`src/hdl/snac_params.svh`:
```
`ifndef SNAC_PARAMS_SVH
`define SNAC_PARAMS_SVH

// Master clock of the core in Hz
`define SNAC_CLK_FREQ    50_000_000

// Pad polling rates in Hz
// The reader FSM steps on a strobe at twice these rates
`define SNAC_POLL_COMPAT 100_000   // Slowest, safe for old or clone pads
`define SNAC_POLL_NORMAL 200_000
`define SNAC_POLL_FAST   400_000
`define SNAC_POLL_VFAST  1_000_000 // Only for short cables

// Phase accumulator of the fractional strobe divider
`define SNAC_ACC_W       32

// One player's button word
// NES pads fill the low 8 bits and SNES pads fill all 16
`define SNAC_BTN_W       16

`endif

```
`src/hdl/serlatch_pkg.sv`:
```
`include "snac_params.svh"

package serlatch_pkg;

    // Reader FSM, one step per strobe except SL_DONE
    typedef enum logic [2:0] {
        SL_IDLE,    // Waiting for the strobe that opens a frame
        SL_LATCH,   // Latch high, pads load their buttons
        SL_CLK_LO,  // Data bit settles, sampled at the end
        SL_CLK_HI,  // Rising clock shifts the pads
        SL_DONE     // Publish both button words
    } serlat_state_e;

    // Bit k high when button k is pressed
    typedef logic [`SNAC_BTN_W-1:0] btn_state_t;

endpackage

```
`src/hdl/snac_ctrl_pkg.sv`:
```
package snac_ctrl_pkg;

    // Controller type code as set by the core menu
    // Codes that are not listed here behave as disabled
    typedef enum logic [4:0] {
        GC_DISABLED = 5'd0,
        GC_NES      = 5'd2,  // 8 bits per frame
        GC_SNES     = 5'd3   // 16 bits per frame
    } gc_type_e;

    // Polling rate selection
    // Codes 4 to 7 fall back to compatibility
    typedef enum logic [2:0] {
        RATE_COMPAT = 3'd0,
        RATE_NORMAL = 3'd1,
        RATE_FAST   = 3'd2,
        RATE_VFAST  = 3'd3
    } sample_rate_e;

    // High for the pad types read by the serial-latch reader
    function automatic logic gc_is_serlatch(gc_type_e t);
        return (t == GC_NES) || (t == GC_SNES);
    endfunction

endpackage

```
`src/hdl/cart_port_map.sv`:
```
`timescale 1ns/1ps

module cart_port_map (
    input  logic       i_clk,
    input  logic       i_rst,
    input  logic       i_lat,
    input  logic       i_pad_clk,
    input  logic [7:4] i_cart_bk0,
    output logic       o_dat1,
    output logic       o_dat2,
    output logic       o_cart_bk0_dir,
    output logic [7:6] o_cart_bk1,
    output logic       o_cart_pin30,
    output logic       o_cart_pin30_dir,
    output logic       o_cart_pin31_dir
);
    // Configuration A pinout for NES/SNES
    // bank0[4] RX-  player 1 data in
    // bank0[5] TX+  player 2 data in
    // bank1[6] D-   pad clock out
    // bank1[7] D+   latch out
    // pin30    GND_D second copy of the pad clock
    // bank0[7:6] carry nothing for these pads

    logic [1:0] meta_q;   // [0] player 1, [1] player 2
    logic [1:0] sync_q;
    logic [7:6] bk1_q;
    logic       pin30_q;

    // Two-flop synchronizer on the pad data
    always_ff @(posedge i_clk) begin
        meta_q <= i_cart_bk0[5:4];
        sync_q <= meta_q;
    end

    // Output registers keep the pins glitch free
    always_ff @(posedge i_clk) begin
        if (i_rst) begin
            bk1_q   <= 2'b00;
            pin30_q <= 1'b0;
        end else begin
            bk1_q   <= {i_lat, i_pad_clk};
            pin30_q <= i_pad_clk;
        end
    end

    assign o_dat1 = sync_q[0];
    assign o_dat2 = sync_q[1];

    assign o_cart_bk1       = bk1_q;
    assign o_cart_pin30     = pin30_q;
    assign o_cart_bk0_dir   = 1'b0;   // Input
    assign o_cart_pin30_dir = 1'b1;   // Output
    assign o_cart_pin31_dir = 1'b0;   // Input, unused

endmodule

```
`src/hdl/poll_rate_sel.sv`:
```
`timescale 1ns/1ps
`include "snac_params.svh"

module poll_rate_sel (
    input  logic                         i_clk,
    input  logic                         i_rst,
    input  snac_ctrl_pkg::gc_type_e      i_game_cont_type,
    input  snac_ctrl_pkg::sample_rate_e  i_sample_rate,
    output snac_ctrl_pkg::gc_type_e      o_type,
    output logic [`SNAC_ACC_W-1:0]       o_step,
    output logic                         o_restart
);
    import snac_ctrl_pkg::*;

    localparam int ACC_W = `SNAC_ACC_W;

    // Step = 2^ACC_W * 2 * f_poll / f_clk
    // Carry rate of the accumulator is then twice the polling rate
    function automatic logic [ACC_W-1:0] calc_step(input longint unsigned freq);
        longint unsigned range;
        range = 64'd1 << ACC_W;
        return ACC_W'((range * 64'd2 * freq) / 64'(`SNAC_CLK_FREQ));
    endfunction

    localparam logic [ACC_W-1:0] STEP_COMPAT = calc_step(`SNAC_POLL_COMPAT);
    localparam logic [ACC_W-1:0] STEP_NORMAL = calc_step(`SNAC_POLL_NORMAL);
    localparam logic [ACC_W-1:0] STEP_FAST   = calc_step(`SNAC_POLL_FAST);
    localparam logic [ACC_W-1:0] STEP_VFAST  = calc_step(`SNAC_POLL_VFAST);

    gc_type_e         type_q;
    sample_rate_e     rate_q;
    logic             chg_q;   // Settings moved since last cycle
    logic [ACC_W-1:0] step_q;

    // Settings capture and change detect
    always_ff @(posedge i_clk) begin
        if (i_rst) begin
            type_q <= GC_DISABLED;
            rate_q <= RATE_COMPAT;
            chg_q  <= 1'b1;
        end else begin
            type_q <= i_game_cont_type;
            rate_q <= i_sample_rate;
            chg_q  <= (type_q != i_game_cont_type) || (rate_q != i_sample_rate);
        end
    end

    // Step lookup, one cycle behind the registered settings
    always_ff @(posedge i_clk) begin
        if (i_rst) begin
            step_q <= '0;
        end else if (!gc_is_serlatch(type_q)) begin
            step_q <= '0;                                   // No strobes when disabled
        end else begin
            case (rate_q)
                RATE_NORMAL: step_q <= STEP_NORMAL;
                RATE_FAST:   step_q <= STEP_FAST;
                RATE_VFAST:  step_q <= STEP_VFAST;
                default:     step_q <= STEP_COMPAT;         // Compat and codes 4..7
            endcase
        end
    end

    assign o_type    = type_q;
    assign o_step    = step_q;
    assign o_restart = i_rst | chg_q;    // Restart divider and reader together

    // Outside the restart window a disabled type never carries a step
    a_step_zero_off: assert property (@(posedge i_clk) disable iff (i_rst)
        !gc_is_serlatch(o_type) && !o_restart |-> (o_step == '0));

endmodule

```
`src/hdl/serlatch_reader.sv`:
```
`timescale 1ns/1ps
`include "snac_params.svh"

module serlatch_reader (
    input  logic                     i_clk,
    input  logic                     i_rst,
    input  snac_ctrl_pkg::gc_type_e  i_type,
    input  logic                     i_stb,
    input  logic                     i_dat1,    // Player 1 data, active low
    input  logic                     i_dat2,    // Player 2 data, active low
    output logic                     o_lat,     // Shared latch
    output logic                     o_clk,     // Shared pad clock
    output serlatch_pkg::btn_state_t o_p1_btn,
    output serlatch_pkg::btn_state_t o_p2_btn,
    output logic                     o_busy
);
    import snac_ctrl_pkg::*;
    import serlatch_pkg::*;

    localparam int BTN_W     = `SNAC_BTN_W;
    localparam int NES_BITS  = 8;
    localparam int NES_SHIFT = BTN_W - NES_BITS;   // NES bits land in the top byte

    serlat_state_e state_q;
    logic [3:0]    bit_cnt_q;   // Latch strobes, then bit index
    logic [3:0]    last_bit;
    logic          lat_q;
    logic          clk_q;
    logic          busy_q;
    btn_state_t    sr1_q;
    btn_state_t    sr2_q;
    btn_state_t    p1_q;
    btn_state_t    p2_q;

    assign last_bit = (i_type == GC_SNES) ? 4'd15 : 4'd7;

    always_ff @(posedge i_clk) begin
        if (i_rst || !gc_is_serlatch(i_type)) begin
            state_q   <= SL_IDLE;   // Idle with lines low when disabled
            bit_cnt_q <= '0;
            lat_q     <= 1'b0;
            clk_q     <= 1'b0;
            busy_q    <= 1'b0;
            p1_q      <= '0;
            p2_q      <= '0;
        end else begin
            case (state_q)
                SL_IDLE: if (i_stb) begin
                    state_q   <= SL_LATCH;
                    lat_q     <= 1'b1;
                    busy_q    <= 1'b1;
                    bit_cnt_q <= '0;
                end
                SL_LATCH: if (i_stb) begin
                    if (bit_cnt_q == 4'd1) begin     // Latch held for two strobes
                        lat_q     <= 1'b0;
                        bit_cnt_q <= '0;
                        state_q   <= SL_CLK_LO;
                    end else begin
                        bit_cnt_q <= bit_cnt_q + 4'd1;
                    end
                end
                SL_CLK_LO: if (i_stb) begin
                    clk_q   <= 1'b1;                 // Sample taken this strobe
                    state_q <= SL_CLK_HI;
                end
                SL_CLK_HI: if (i_stb) begin
                    clk_q <= 1'b0;
                    if (bit_cnt_q == last_bit) begin
                        state_q <= SL_DONE;
                    end else begin
                        bit_cnt_q <= bit_cnt_q + 4'd1;
                        state_q   <= SL_CLK_LO;
                    end
                end
                SL_DONE: begin
                    // Both players change on the same cycle as busy falls
                    p1_q    <= (i_type == GC_SNES) ? sr1_q : (sr1_q >> NES_SHIFT);
                    p2_q    <= (i_type == GC_SNES) ? sr2_q : (sr2_q >> NES_SHIFT);
                    busy_q  <= 1'b0;
                    state_q <= SL_IDLE;
                end
                default: state_q <= SL_IDLE;
            endcase
        end
    end

    // First bit read ends up in bit 0
    always_ff @(posedge i_clk) begin
        if (state_q == SL_CLK_LO && i_stb) begin
            sr1_q <= {~i_dat1, sr1_q[BTN_W-1:1]};   // Pads are active low
            sr2_q <= {~i_dat2, sr2_q[BTN_W-1:1]};
        end
    end

    assign o_lat    = lat_q;
    assign o_clk    = clk_q;
    assign o_busy   = busy_q;
    assign o_p1_btn = p1_q;
    assign o_p2_btn = p2_q;

    a_lat_clk_excl: assert property (@(posedge i_clk) disable iff (i_rst)
        !(o_lat && o_clk));

    a_idle_not_busy: assert property (@(posedge i_clk) disable iff (i_rst)
        (state_q == SL_IDLE) |-> !o_busy);

endmodule

```
`src/hdl/snac_adapter_top.sv`:
```
`timescale 1ns/1ps
`include "snac_params.svh"

module snac_adapter_top (
    input  logic                        i_clk,
    input  logic                        i_rst,
    input  snac_ctrl_pkg::gc_type_e     i_game_cont_type,
    input  snac_ctrl_pkg::sample_rate_e i_sample_rate,
    input  logic [7:4]                  i_cart_bk0,
    output serlatch_pkg::btn_state_t    o_p1_btn,
    output serlatch_pkg::btn_state_t    o_p2_btn,
    output logic                        o_busy,
    output logic                        o_cart_bk0_dir,
    output logic [7:6]                  o_cart_bk1,
    output logic                        o_cart_pin30,
    output logic                        o_cart_pin30_dir,
    output logic                        o_cart_pin31_dir
);
    snac_ctrl_pkg::gc_type_e type_w;
    logic [`SNAC_ACC_W-1:0]  step_w;
    logic                    restart_w;   // Reset or settings change
    logic                    stb_w;       // Twice the polling rate
    logic                    lat_w;
    logic                    pad_clk_w;
    logic                    dat1_w;
    logic                    dat2_w;

    poll_rate_sel poll_rate_sel_i (
        .i_clk            (i_clk),
        .i_rst            (i_rst),
        .i_game_cont_type (i_game_cont_type),
        .i_sample_rate    (i_sample_rate),
        .o_type           (type_w),
        .o_step           (step_w),
        .o_restart        (restart_w)
    );

    strobe_divider strobe_divider_i (
        .i_clk  (i_clk),
        .i_rst  (restart_w),
        .i_step (step_w),
        .o_stb  (stb_w)
    );

    serlatch_reader serlatch_reader_i (
        .i_clk    (i_clk),
        .i_rst    (restart_w),
        .i_type   (type_w),
        .i_stb    (stb_w),
        .i_dat1   (dat1_w),
        .i_dat2   (dat2_w),
        .o_lat    (lat_w),
        .o_clk    (pad_clk_w),
        .o_p1_btn (o_p1_btn),
        .o_p2_btn (o_p2_btn),
        .o_busy   (o_busy)
    );

    cart_port_map cart_port_map_i (
        .i_clk            (i_clk),
        .i_rst            (i_rst),
        .i_lat            (lat_w),
        .i_pad_clk        (pad_clk_w),
        .i_cart_bk0       (i_cart_bk0),
        .o_dat1           (dat1_w),
        .o_dat2           (dat2_w),
        .o_cart_bk0_dir   (o_cart_bk0_dir),
        .o_cart_bk1       (o_cart_bk1),
        .o_cart_pin30     (o_cart_pin30),
        .o_cart_pin30_dir (o_cart_pin30_dir),
        .o_cart_pin31_dir (o_cart_pin31_dir)
    );

endmodule

```
`src/hdl/strobe_divider.sv`:
```
`timescale 1ns/1ps
`include "snac_params.svh"

module strobe_divider (
    input  logic                   i_clk,
    input  logic                   i_rst,
    input  logic [`SNAC_ACC_W-1:0] i_step,
    output logic                   o_stb
);
    localparam int ACC_W = `SNAC_ACC_W;

    logic [ACC_W-1:0] acc_q;
    logic [ACC_W:0]   sum;    // Top bit is the carry
    logic             stb_q;

    assign sum = {1'b0, acc_q} + {1'b0, i_step};

    // Phase accumulator
    always_ff @(posedge i_clk) begin
        if (i_rst) begin
            acc_q <= '0;
            stb_q <= 1'b0;
        end else begin
            acc_q <= sum[ACC_W-1:0];
            stb_q <= sum[ACC_W];      // One pulse per wrap
        end
    end

    assign o_stb = stb_q;

    // Steps stay far below half the range, so the wraps never touch
    a_stb_single: assert property (@(posedge i_clk) disable iff (i_rst)
        o_stb |=> !o_stb);

endmodule

```
`config.mk`:
```
export PLATFORM = sky130hd
export DESIGN_NAME = snac_adapter_top
export DESIGN_NICKNAME = d
export VERILOG_FILES = /design/src/hdl/serlatch_pkg.sv /design/src/hdl/snac_ctrl_pkg.sv /design/src/hdl/cart_port_map.sv /design/src/hdl/poll_rate_sel.sv /design/src/hdl/serlatch_reader.sv /design/src/hdl/snac_adapter_top.sv /design/src/hdl/strobe_divider.sv
export VERILOG_INCLUDE_DIRS = /design/src /design/src/hdl
export SDC_FILE = /design/constraint.sdc
export NUM_CORES = 1
export LEC_CHECK = 0
export BUFFER_PORTS_ARGS = -buffer_cell sky130_fd_sc_hd__buf_2
export CORE_ASPECT_RATIO = 2
export CORE_UTILIZATION = 40
export DETAILED_ROUTE_END_ITERATION = 16
export HOLD_SLACK_MARGIN = 0.1
export PLACE_DENSITY = 0.66
export SLEW_MARGIN = 20
export SYNTH_ARGS = -nofsm -noshare
export SYNTH_HDL_FRONTEND = slang
export SYNTH_SLANG_ARGS = --single-unit
```
`constraint.sdc`:
```
create_clock -name i_clk -period 2.8 [get_ports i_clk]
set_clock_uncertainty 0.15 [all_clocks]
set_input_delay 0.7 -clock i_clk [delete_from_list [all_inputs] [get_ports i_clk]]
set_output_delay 0.7 -clock i_clk [all_outputs]
set_load 0.02 [all_outputs]
```
==> Yosys cells after proc, flatten, opt, wreduce, memory -nomap -nowiden <==
Cells that the tools add are included.
{ "word_totals": {"out_inout_bits": 39, "regBits": 155, "word_cells": 84} }
{ "op_classes": {"n_bitwise": 4, "n_reduce_logical": 16, "eq_ne": 19, "n_addsub": 2, "n_mux": 24} }
{ "op_table": {"columns": ["operator", "n"], "rows": [
  ["$pmux 28 s3", 1],
  ["$add 32x32->33", 1],
  ["$mux 16", 2],
  ["$mux 4", 6],
  ["$mux 3", 6],
  ["$eq 3x2->1 const B", 4],
  ["$pmux 3 s4", 1],
  ["$pmux 4 s3", 1],
  ["$eq 5x2->1 const B", 2],
  ["$ne 2x2->1 const B", 5],
  ["$reduce_and 5->1", 2],
  ["$eq 3x1->1 const B", 2],
  ["$pmux 1 s2", 3],
  ["$reduce_bool 2->1", 3],
  ["$ne 5x5->1", 1],
  ["$add 4x1->4 const B", 1],
  ["$eq 4x1->1 const B", 1],
  ["$eq 4x4->1", 1],
  ["$mux 1", 4],
  ["$reduce_and 4->1", 1],
  ["$eq 3x3->1 const B", 1],
  ["$logic_not 3->1", 1],
  ["$logic_or 1x1->1", 3],
  ["$ne 3x3->1", 1],
  ["9 further kinds", 11]
]} }

==> Longest topological paths before layout <==
Gate-level depths: netlist of run 1.
{ "logic_depth": {"depth_word": 6, "depth_mapped": 9, "depth_no_buf": 9} }

==> Modules after synthesis <==
A second synthesis of run 1 with hierarchy kept.
{ "hier_totals": {"hier_cells": 712, "area_unflattened_um2": 6732.7} }
{ "modules_own_cells": {"columns": ["module", "instances", "seq_area_each_um2", "area_each_um2", "cells_each"], "rows": [
  ["serlatch_reader", 1, 1801.7, 2974.1, 276],
  ["strobe_divider", 1, 660.6, 2691.3, 332],
  ["poll_rate_sel", 1, 440.4, 897.1, 90],
  ["cart_port_map", 1, 120.1, 170.2, 14]
]} }

==> Worst setup path after synthesis of run 1 <==
Ideal clock, no wire load.
{ "synth_path": {"path_type": "reg-to-reg", "start": "reg strobe_divider_i.stb_q, in the netlist strobe_divider_i.o_stb", "end": "reg serlatch_reader_i.sr1_q[0] (enable)", "path_buffers": 0, "path_slack_ns": 0.171, "period_less_slack_ns": 2.629, "required_time_ns": 2.228, "arrival_time_ns": 2.056, "stages_incl_launch_ff": 4, "path_cell_list": "dfxtp_1 > nor2b_1 > nand2_1 > nor2_1"} }
{ "synth_between": {"elab_chain_cells": 1} }
{ "synth_rtl": {"columns": ["element", "line_no", "rtl"], "rows": [
  ["start: declaration", "strobe_divider.sv:14", "logic stb_q;"],
  ["start signal: assignment", "strobe_divider.sv:25", "stb_q <= sum[ACC_W];"],
  ["$logic_and 1x1->1", "serlatch_reader.sv:90", "if (state_q == SL_CLK_LO && i_stb) begin"],
  ["end signal: assignment", "serlatch_reader.sv:91", "sr1_q <= {~i_dat1, sr1_q[BTN_W-1:1]};"],
  ["end: declaration", "serlatch_reader.sv:30", "btn_state_t sr1_q;"]
]} }
No other way between the ends.
A chain may end at the register's enable or synchronous reset.

==> metrics.yaml, run 1 <==
synth_top_family_by_area: "simple AND/OR/NAND/NOR gates"
syn_area_per_cell_um2: 9.175
synth_cell_type_count: 64
post_cts_buffers: 0
irDropWorstVdd_v: 0.0006320
dr.pass1.iters: 4
row_count: 64
drtIter0Drc: 199
multi_input_area_um2: 3085
numCtsBuffers: 17
drive_gt1_frac: 0.1656
antenna_found_initial: 0
powerDensity_nw_per_um2: 580.1
synth-simple-area-share: 0.2207
track_usage: 0.2012
seq_area_frac_synth: 0.4796
worstPathMaxFanout: 8
clock.fmax_mhz: 376.4
grt_pass1_vias: 5424
p_leak_nw: 2.891
hold_buffers: 0
finalHoldViolCount: 0
max-slew-margin-rel: 0.4487
grt_pass1_wl_mm: 26.12
clock_latency_ns: 0.42
synth.top_cell.area_share: 0.3271
start_kind: "flip-flop"
muxShareOfSynthArea: 0.01270
slew_viol_final: 0
synth_ff_type: "dfxtp_1"
core_region_area_um2: 15370
area.growth.synth_to_final_pct: 17.45
cp_cell_sequence: "ha_1 > a21oi_1 > nand2_1 > a221oi_1 > o22ai_1 > o21ai_0 > mux2i_1"
antennaDiodeCount: 0
synth-edff-count: 32
worstHoldPathCells: 0
num_vias: 5253
cp.arrival_ns: 2.85
yosysWarnings: 0
critPathSlowestCell: "a221oi_1"
final_antenna_net_count: 0
cts_tree: "done"
routed_wl_mm: 15.69
syn-instance-count: 687
design_area_um2: 7403
finalCritPeriodShare: 0.9490
clockBufferDepth: 2
finalSetupViolCount: 0
async_reset_ff_frac: 0
fp.dieArea_um2: 16300
ys_ff_latch: 135
portBuffers: 47
gr-total-overflow: 0
drcViolationCount: 0
yosys.area.top_type: "dfxtp_1"
end_kind: "flip-flop"
netlist_area_um2: 6304
nets: 779
timing.setup.tns_ns: 0
critical_path_class: "reg2reg"
n_fill_cell: 1483
hp-class: "reg2reg"
drv_cap: 0
viasPerCell: 5.547
slowest_delay_ns: 0.44
start_util: 0.4100
synthAdderAreaFrac: 0.05875
cts.clk_slew.worst_paths_ns: 0.07
synth_xor_area_frac: 0.02898
grt_max_degree: 50
status: "finished, final reports clean"
rsz0062_at_grt: "false"
die_w_um: 90.77
dpl-instance-area_um2: 6795
ios: 53
finalPower_mw: 4.294
synth_compound_area_frac: 0.1622
htreeDepth: 4
gp_congestion: 0.9094
r2r_cells: 7
critPathRequiredTime_ns: 2.99
clock_sinks: 135
synthTopCellsByArea: "dfxtp_1, edfxtp_1, ha_1"
cts_root_buffer: "clkbuf_16"
area.sequential_um2: 3023
die_h_um: 179.5
fin_crit_ns: 2.657
tightestPinTransition_ns: 0.8269
place.detailed.hpwl_mm: 11.36
routedWlPerCell_um: 16.56
## placed cells by master, fill, tap and decap left out, drive strengths merged, types with 16 or more instances in the layout
| master | count |
|---|---|
| edfxtp | 32 |
| nor2b | 16 |
| nand2 | 91 |
| ha | 28 |
| nor3 | 23 |
| nor2 | 57 |
| clkbuf | 17 |
| a21oi | 51 |
| dfxtp | 103 |
| nand3 | 36 |
| inv | 20 |
| buf | 72 |
| o21ai | 21 |
| a311oi | 16 |
| xnor2 | 16 |
## registers in the layout, summed over array words and instances, names as in the netlist
signal and count:
strobe_divider_i.o_stb 1, serlatch_reader_i.o_lat 1, strobe_divider_i.acc_q 32, poll_rate_sel_i.o_type 5
serlatch_reader_i.o_p2_btn 16, serlatch_reader_i.sr1_q 16, poll_rate_sel_i.chg_q 1, serlatch_reader_i.state_q 3
serlatch_reader_i.o_p1_btn 16, serlatch_reader_i.bit_cnt_q 4, cart_port_map_i.sync_q 2, cart_port_map_i.meta_q 2
serlatch_reader_i.o_clk 1, cart_port_map_i.o_cart_bk1 2, poll_rate_sel_i.rate_q 3, serlatch_reader_i.sr2_q 16
poll_rate_sel_i.o_step 13, serlatch_reader_i.o_busy 1
## cell usage after synthesis, types with 6 or more instances
master / count
or3_1: 11
dfxtp_1: 103
a21oi_1: 51
mux2i_1: 8
edfxtp_1: 32
nand4_1: 15
xnor2_1: 15
nand2_1: 90
nand3_1: 36
inv_1: 11
clkbuf_1: 29
nor2b_1: 16
a311oi_1: 16
a211oi_1: 8
o21a_1: 9
nor2_1: 57
nor3_1: 23
and2_1: 6
ha_1: 28
buf_2: 7
a21o_1: 10
o21ai_0: 20
## per-stage QoR
step                cells    util  setup slack [ns]  hold slack [ns]
floorplan             688       -            0.1712           0.1596
global placement      915  0.4420           0.02741           0.1671
detailed placement    915  0.4420           0.02257           0.1650
CTS                   947  0.4799           0.01968           0.1759
global route          947  0.4815          0.007502           0.1864
finish                947  0.4815            0.1429           0.1736
## critical path: cells and delay by family, from the launching register on
family | cells | cell delay [ns]
flip-flops | 1 | 0.35
AO/OA/AOI/OAI | 4 | 1.37
AND/OR/NAND/NOR | 1 | 0.08
adder cells (fa/ha/maj) | 1 | 0.43
multiplexers | 1 | 0.20
## power by group
group / total [mW] / internal (mW) / switching [mW]
Combinational: 0.0724 / 0.0319 / 0.0404
Clock: 2.21 / 1.26 / 0.951
Sequential: 2.01 / 2.00 / 0.0121
Total: 4.29 / 3.29 / 1.00
## cells by family (layout without fill, tap and decap cells)
logic type               count (synthesis)  in the layout
multiplexers                             8              8
XOR/XNOR                                20             20
buffers and inverters                   54            115
flip-flops                             135            135
adder cells (fa/ha/maj)                 29             29
other                                    2              3
AO/OA/AOI/OAI                          152            152
AND/OR/NAND/NOR                        287            287
## layer usage
metal / up-vias / track usage / share of wire / wire [um]
met4: 0 / 0.1303 / 0.054 / 849
met3: 44 / 0.03638 / 0.035 / 549
met2: 130 / 0.3606 / 0.52 / 8197
li1: 2570 / - / - / -
met5: - / 0 / 0 / 0
met1: 2509 / 0.2117 / 0.39 / 6091
## area by class of cell
| class | count | area share |
|---|---|---|
| multi-input combinational | 499 | 0.4168 |
| sequential | 135 | 0.4083 |
| inverter | 11 | 0.005577 |
| clock buffer | 17 | 0.05746 |
| clock inverter | 15 | 0.02129 |
| tap | 198 | 0.03346 |
| timing repair buffer | 72 | 0.05712 |
## final timing paths
path	start	end	slack, ns
worst max-delay path	poll_rate_sel_i.o_step[26]	strobe_divider_i.acc_q[23]	0.14
worst min-delay path	cart_port_map_i.meta_q[0]	cart_port_map_i.sync_q[0]	0.17
worst max register to register	poll_rate_sel_i.o_step[26]	strobe_divider_i.acc_q[23]	0.14
worst min register to register	cart_port_map_i.meta_q[0]	cart_port_map_i.sync_q[0]	0.17
## repair_timing
| item | CTS | global route |
|---|---|---|
| endpoints found under the hold margin | 0 | 0 |
| endpoints found under the setup margin | 0 | 7 |
| gates resized for setup | 0 | 7 |
No activity file was read; power rests on OpenSTA's default activity.
==> inputs of run 2 (changes only) <==
--- a/config.mk
+++ b/config.mk
@@ -11,7 +11,7 @@
 export CORE_UTILIZATION = 40
 export DETAILED_ROUTE_END_ITERATION = 16
 export HOLD_SLACK_MARGIN = 0.1
-export PLACE_DENSITY = 0.66
+export PLACE_DENSITY = 0.64
 export SLEW_MARGIN = 20
 export SYNTH_ARGS = -nofsm -noshare
 export SYNTH_HDL_FRONTEND = slang
==> constraint.sdc (replaced) <==
create_clock -name i_clk -period 2.6 [get_ports i_clk]
set_clock_uncertainty 0.15 [all_clocks]
set_input_delay 0.65 -clock i_clk [delete_from_list [all_inputs] [get_ports i_clk]]
set_output_delay 0.65 -clock i_clk [all_outputs]
set_load 0.02 [all_outputs]
==> run 2 against run 1 <==
  * First-iteration DRC count increased by 36%
  * Core utilization up 2.0 points
  * Critical path depth rose by 3
  * Maximum frequency is 4.3% higher
  * Die area is the same
  * Setup slack lost 0.090 ns
  * Clock power is 10% higher
  * Via count rose by 1.7%
  * Critical endpoint is now strobe_divider_i.acc_q[28]
  * Combinational power rose by 14%
  * Sequential share of layout area down 1.6 points
==> metrics.yaml, run 2 (synthesized netlist as in run 1, its figures left out) <==
status: "finished, final reports clean"  # unchanged
irDropWorstVdd_v: 0.0005522  # was 0.0006320 V
slowest_delay_ns: 0.40  # was 0.44 ns
final_cells: 963  # was 947
antenna_found_initial: 0  # unchanged
finalPower_mw: 4.676  # was 4.294 mW
end_kind: "flip-flop"  # unchanged
final_cell_mix: "dfxtp_1, nand2_1, nor2_1"  # unchanged
powerDensity_nw_per_um2: 606.8  # was 580.1 nW/um2
clock.fmax_mhz: 392.6  # was 376.4 MHz
finalHoldViolCount: 0  # unchanged
whs_ns: 0.1792  # was 0.1736 ns
dpl-instance-area_um2: 6898  # was 6795 um2
area.growth.synth_to_final_pct: 22.25  # was 17.45%
dpl.cell_count: 927  # was 915
area.sequential_um2: 3025  # was 3023 um2
portBuffers: 47  # unchanged
cts_root_buffer: "clkbuf_16"  # unchanged
worstHoldPathCells: 0  # unchanged
htreeDepth: 4  # unchanged
grt_pass1_wl_mm: 26.67  # was 26.12 mm
fin_crit_ns: 2.547  # was 2.657 ns
die_w_um: 90.77  # unchanged
track_usage: 0.2052  # was 0.2012
drcViolationCount: 0  # unchanged
fp.dieArea_um2: 16300  # unchanged
worst_slack_ns: 0.05259  # was 0.1429 ns
cts.clk_slew.worst_paths_ns: 0.07  # about the same
max-slew-margin-rel: 0.4260  # was 0.4487
cp.arrival_ns: 2.69  # was 2.85 ns
pre_cts_slack_ns: -0.2754  # was 0.02257 ns
gp_congestion: 0.9775  # was 0.9094
antennaDiodeCount: 0  # unchanged
nets: 795  # was 779
drv_cap: 0  # unchanged
clockBufferDepth: 2  # unchanged
die_h_um: 179.5  # unchanged
routedWlPerCell_um: 16.87  # was 16.56 um
r2r-start: "poll_rate_sel_i.o_step[13]"  # was poll_rate_sel_i.o_step[26]
critical_path_class: "reg2reg"  # unchanged
clock_sinks: 135  # unchanged
rsz0062_at_grt: "true"  # was false
critPathSlowestCell: "fa_2"  # was a221oi_1
gr-total-overflow: 0  # unchanged
multi_input_area_um2: 3232  # was 3085 um2
hp-class: "reg2reg"  # unchanged
core_region_area_um2: 15370  # unchanged
largest_reg_flops: 32  # unchanged
n_fill_cell: 1495  # was 1,483
routed_wl_mm: 16.25  # was 15.69 mm
layout_commonest_cell: "dfxtp_1"  # unchanged
start_kind: "flip-flop"  # unchanged
design_area_um2: 7706  # was 7403 um2
final_antenna_net_count: 0  # unchanged
row_count: 64  # unchanged
finalCritPeriodShare: 0.9798  # was 0.9490
min_to: "cart_port_map_i.sync_q[1]"  # was cart_port_map_i.sync_q[0]
ios: 53  # unchanged
clock_latency_ns: 0.41  # was 0.42 ns
top_register: "strobe_divider_i.acc_q"  # unchanged
reg2reg_slack_ns: 0.05  # was 0.14 ns
viasPerCell: 5.549  # was 5.547
tightestPinTransition_ns: 0.8611  # was 0.8269 ns
dr.pass1.iters: 6  # was 4
critPathRequiredTime_ns: 2.74  # was 2.99 ns
finalSetupViolCount: 0  # unchanged
r2r_cells: 10  # was 7
r2r-end: "strobe_divider_i.acc_q[28]"  # was strobe_divider_i.acc_q[23]
num_vias: 5344  # was 5,253
drive_gt1_frac: 0.2065  # was 0.1656
worstPathMaxFanout: 4  # was 8
place.detailed.hpwl_mm: 11.79  # was 11.36 mm
grt_max_degree: 50  # unchanged
cts_tree: "done"  # unchanged
start_util: 0.4100  # unchanged
numCtsBuffers: 17  # unchanged
slew_viol_final: 0  # unchanged
cp_cell_sequence: "ha_4 > inv_2 > fa_2 > nor2b_4 > o2111ai_4 > a211oi_2 > buf_4 > o21a_4 > nor3_2 > or3_1"  # was ha_1 > a21oi_1 > nand2_1 > a221oi_1 > o22ai_1 > o21ai_0 > mux2i_1
p_leak_nw: 2.970  # was 2.891 nW
grt_pass1_vias: 5515  # was 5,424
min_from: "cart_port_map_i.meta_q[1]"  # was cart_port_map_i.meta_q[0]
drtIter0Drc: 271  # was 199
[run 2: cell types whose count changed in the layout (fill, tap and decap cells not counted), sizes merged]
cell	delta
clkinv	-1
clkinvlp	+1
buf	+16
[run 2: worst max path at each step]
| stage | startpoint | slack (ns) | cells after the start | endpoint |
|---|---|---|---|---|
| 4_1_cts | poll_rate_sel_i.o_step[13] | 0.009 | 10 | strobe_divider_i.acc_q[28] |
| 6_report | poll_rate_sel_i.o_step[13] | 0.05 | 10 | strobe_divider_i.acc_q[28] |
| 3_5_place_dp | poll_rate_sel_i.o_step[13] | -0.28 | 10 | strobe_divider_i.acc_q[28] |
| 5_1_grt | poll_rate_sel_i.o_step[20] | -0.08 | 6 | strobe_divider_i.acc_q[28] |
| 3_3_place_gp | poll_rate_sel_i.o_step[13] | -0.20 | 10 | strobe_divider_i.acc_q[28] |
| 2_1_floorplan | poll_rate_sel_i.o_step[13] | 0.15 | 9 | strobe_divider_i.acc_q[20] |
[run 2: metal layers]
layer / vias to the layer above / wire length, um / GRT usage
li1: 2608 / - / -
met1: 2553 / 6005 / 0.2033
met2: 133 / 8861 / 0.3815
met3: 50 / 572 / 0.03680
met4: 0 / 810 / 0.1342
met5: - / 0 / 0
[run 2: repair_timing]
item,CTS,global route
buffers inserted,1,3
setup endpoints to repair,10,10
pin swaps,2,14
hold buffers,0,0
resized for setup,7,28
[run 2: per-stage QoR]
stage / util / setup TNS, ns
3_5_place_dp: 0.4486 / -1.364
2_1_floorplan: - / 0
6_report: 0.5012 / 0
4_1_cts: 0.4908 / 0
5_1_grt: 0.5012 / -0.1382
3_3_place_gp: 0.4486 / -0.9120
[run 2: power by group]
group          total (mW)  internal, mW  switching [mW]
Combinational      0.0827        0.0375          0.0452
Sequential           2.16          2.15          0.0129
Clock                2.43          1.38            1.06
[run 2: final cells by class]
cell class	instances	share of cell area
Multi-Input combinational cell	499	0.4194
Sequential cell	135	0.3926
Timing Repair Buffer	88	0.07258
Clock buffer	17	0.05520
Tap cell	198	0.03215
Clock inverter	15	0.02273
Inverter	11	0.005358
[run 2: critical path, delay by kind of cell, from the launching register on]
| kind | cells | cell delay [ns] |
|---|---|---|
| adders and majority gates | 2 | 0.53 |
| buffers and inverters | 2 | 0.22 |
| AOI/OAI and AO/OA | 3 | 0.61 |
| and+or+nand+nor | 3 | 0.56 |
| DFF | 1 | 0.35 |
==> inputs of run 3 (changes only) <==
--- a/config.mk
+++ b/config.mk
@@ -11,7 +11,7 @@
 export CORE_UTILIZATION = 40
 export DETAILED_ROUTE_END_ITERATION = 16
 export HOLD_SLACK_MARGIN = 0.1
-export PLACE_DENSITY = 0.64
+export PLACE_DENSITY_LB_ADDON = 0.25
 export SLEW_MARGIN = 20
 export SYNTH_ARGS = -nofsm -noshare
 export SYNTH_HDL_FRONTEND = slang
==> run 3 against run 2 <==
  * Hold slack got worse by 0.0055 ns
  * Clock power about the same
  * Power fell by 0.61%
  * Cell area barely moved
  * Sequential cell count stayed put
  * Non-clock buffer count up 6
  * Largest power group unchanged
  * Combinational power increased by 4.6%
  * Critical endpoint is now strobe_divider_i.acc_q[27]
  * First-iteration DRC count decreased by 3.0%
  * Sequential share of layout area barely moved
  * Largest cell class unchanged
==> metrics.yaml, run 3 (synthesized netlist as in run 1, its figures left out) <==
status: "finished, final reports clean"  # unchanged
end_kind: "flip-flop"  # unchanged
clock_sinks: 135  # unchanged
crit_family: "compound AO/OA/AOI/OAI gates"  # unchanged
viasPerCell: 5.548  # was 5.549
drtIter0Drc: 263  # was 271
drive_gt1_frac: 0.2075  # was 0.2065
antenna_found_initial: 0  # unchanged
finalHoldViolCount: 0  # unchanged
area.growth.synth_to_final_pct: 22.15  # was 22.25%
finalCritPeriodShare: 0.9494  # was 0.9798
grt_pass1_wl_mm: 26.78  # was 26.67 mm
cp_num_buf_inv: 0  # was 2
slowest_delay_ns: 0.45  # was 0.40 ns
critical_path_class: "reg2reg"  # unchanged
core_region_area_um2: 15370  # unchanged
track_usage: 0.2081  # was 0.2052
r2r_cells: 7  # was 10
cts_root_buffer: "clkbuf_16"  # unchanged
final_cells: 969  # was 963
htreeDepth: 4  # unchanged
fp.dieArea_um2: 16300  # unchanged
fin_crit_ns: 2.468  # was 2.547 ns
routed_wl_mm: 16.38  # was 16.25 mm
final_antenna_net_count: 0  # unchanged
portBuffers: 47  # unchanged
grt_max_degree: 50  # unchanged
top_register: "strobe_divider_i.acc_q"  # unchanged
worstHoldPathCells: 1  # was 0
irDropWorstVdd_v: 0.0004534  # was 0.0005522 V
n_fill_cell: 1449  # was 1,495
grt_pass1_vias: 5495  # was 5,515
nets: 801  # was 795
numCtsBuffers: 17  # unchanged
critPathRequiredTime_ns: 2.75  # was 2.74 ns
hold_buffers: 0  # unchanged
clock.fmax_mhz: 405.1  # was 392.6 MHz
gr-total-overflow: 0  # unchanged
final_cell_mix: "dfxtp_1, nand2_1, nor2_1"  # unchanged
clockBufferDepth: 2  # unchanged
num_vias: 5376  # was 5,344
layout_commonest_cell: "dfxtp_1"  # unchanged
gp_congestion: 0.9264  # was 0.9775
dr.pass1.iters: 7  # was 6
powerDensity_nw_per_um2: 603.6  # was 606.8 nW/um2
path_depth: 7  # was 10
cp_cell_sequence: "ha_1 > a211oi_1 > o31ai_1 > a21oi_1 > mux2i_1 > o31a_1 > nand3_1"  # was ha_4 > inv_2 > fa_2 > nor2b_4 > o2111ai_4 > a211oi_2 > buf_4 > o21a_4 > nor3_2 > or3_1
slew_viol_final: 0  # unchanged
critPathSlowestCell: "dfxtp_1"  # was fa_2
routedWlPerCell_um: 16.91  # was 16.87 um
p_leak_nw: 3.017  # was 2.970 nW
largest_reg_flops: 32  # unchanged
row_count: 64  # unchanged
cts.clk_slew.worst_paths_ns: 0.07  # about the same
timing.setup.tns_ns: 0  # unchanged
hp-class: "in2reg"  # was reg2reg
drcViolationCount: 0  # unchanged
start_util: 0.4100  # unchanged
ios: 53  # unchanged
drv_cap: 0  # unchanged
max-slew-margin-rel: 0.4207  # was 0.4260
start_kind: "flip-flop"  # unchanged
dpl.cell_count: 936  # was 927
clock_latency_ns: 0.42  # was 0.41 ns
finalSetupViolCount: 0  # unchanged
tightestPinTransition_ns: 0.8689  # was 0.8611 ns
die_w_um: 90.77  # unchanged
cp.arrival_ns: 2.62  # was 2.69 ns
place.detailed.hpwl_mm: 12.00  # was 11.79 mm
antennaDiodeCount: 0  # unchanged
worstPathMaxFanout: 11  # was 4
cts_tree: "done"  # unchanged
die_h_um: 179.5  # unchanged
[run 3: cell count changes in the layout (fill, tap and decap cells not counted), moves of 2 or more]
| cell | delta |
|---|---|
| inv_6 | -2 |
| buf_4 | +8 |
| inv_8 | +2 |
| clkinv_8 | +2 |
[run 3: area by class of cell]
class	instances	area, um2	share of cell area
Inverter	11	41.29	0.005362
Sequential cell	135	3025	0.3929
Clock inverter	15	175.2	0.02275
Timing Repair Buffer	94	588.1	0.07637
Tap cell	198	247.7	0.03217
Clock buffer	17	425.4	0.05525
Multi-Input combinational cell	499	3197	0.4152
[run 3: metal layers]
layer	GRT usage	wire (um)
met1	0.2131	5949
met2	0.3761	8826
met5	0	0
met4	0.1432	914
met3	0.03680	692
[run 3: power breakdown]
| part | total, mW | switching [mW] | internal [mW] | leakage, nW |
|---|---|---|---|---|
| clock | 2.40 | 1.10 | 1.30 | 0.291 |
| sequential | 2.16 | 0.0132 | 2.15 | 1.12 |
| combinational | 0.0865 | 0.0469 | 0.0396 | 1.60 |
| total | 4.65 | 1.16 | 3.49 | 3.02 |
[run 3: worst paths after layout]
kind,start,end,slack [ns]
setup / recovery,poll_rate_sel_i.o_step[20],strobe_divider_i.acc_q[27],0.13
hold / removal,i_cart_bk0[4],cart_port_map_i.meta_q[0],0.17
setup reg to reg,poll_rate_sel_i.o_step[20],strobe_divider_i.acc_q[27],0.13
hold reg to reg,cart_port_map_i.meta_q[0],cart_port_map_i.sync_q[0],0.18
[run 3: through the flow]
step	utilization	worst slack, ns	total power, mW	area [um2]	hold slack (ns)
floorplan	-	0.1460	2.264	6310	0.1596
global placement	0.4522	-0.1418	2.291	6953	0.1664
detailed placement	0.4522	-0.1706	2.294	6953	0.1688
CTS	0.4931	0.01616	4.689	7581	0.1679
global route	0.5008	-0.001781	4.787	7700	0.1645
finish	0.5008	0.1316	4.648	7700	0.1737
[run 3: repair_timing]
| item | 4_1_cts | 5_1_grt |
|---|---|---|
| resized for setup | 5 | 21 |
| pin swaps | 2 | 3 |
| setup buffers | 0 | 1 |
| endpoints found under the setup margin | 8 | 7 |
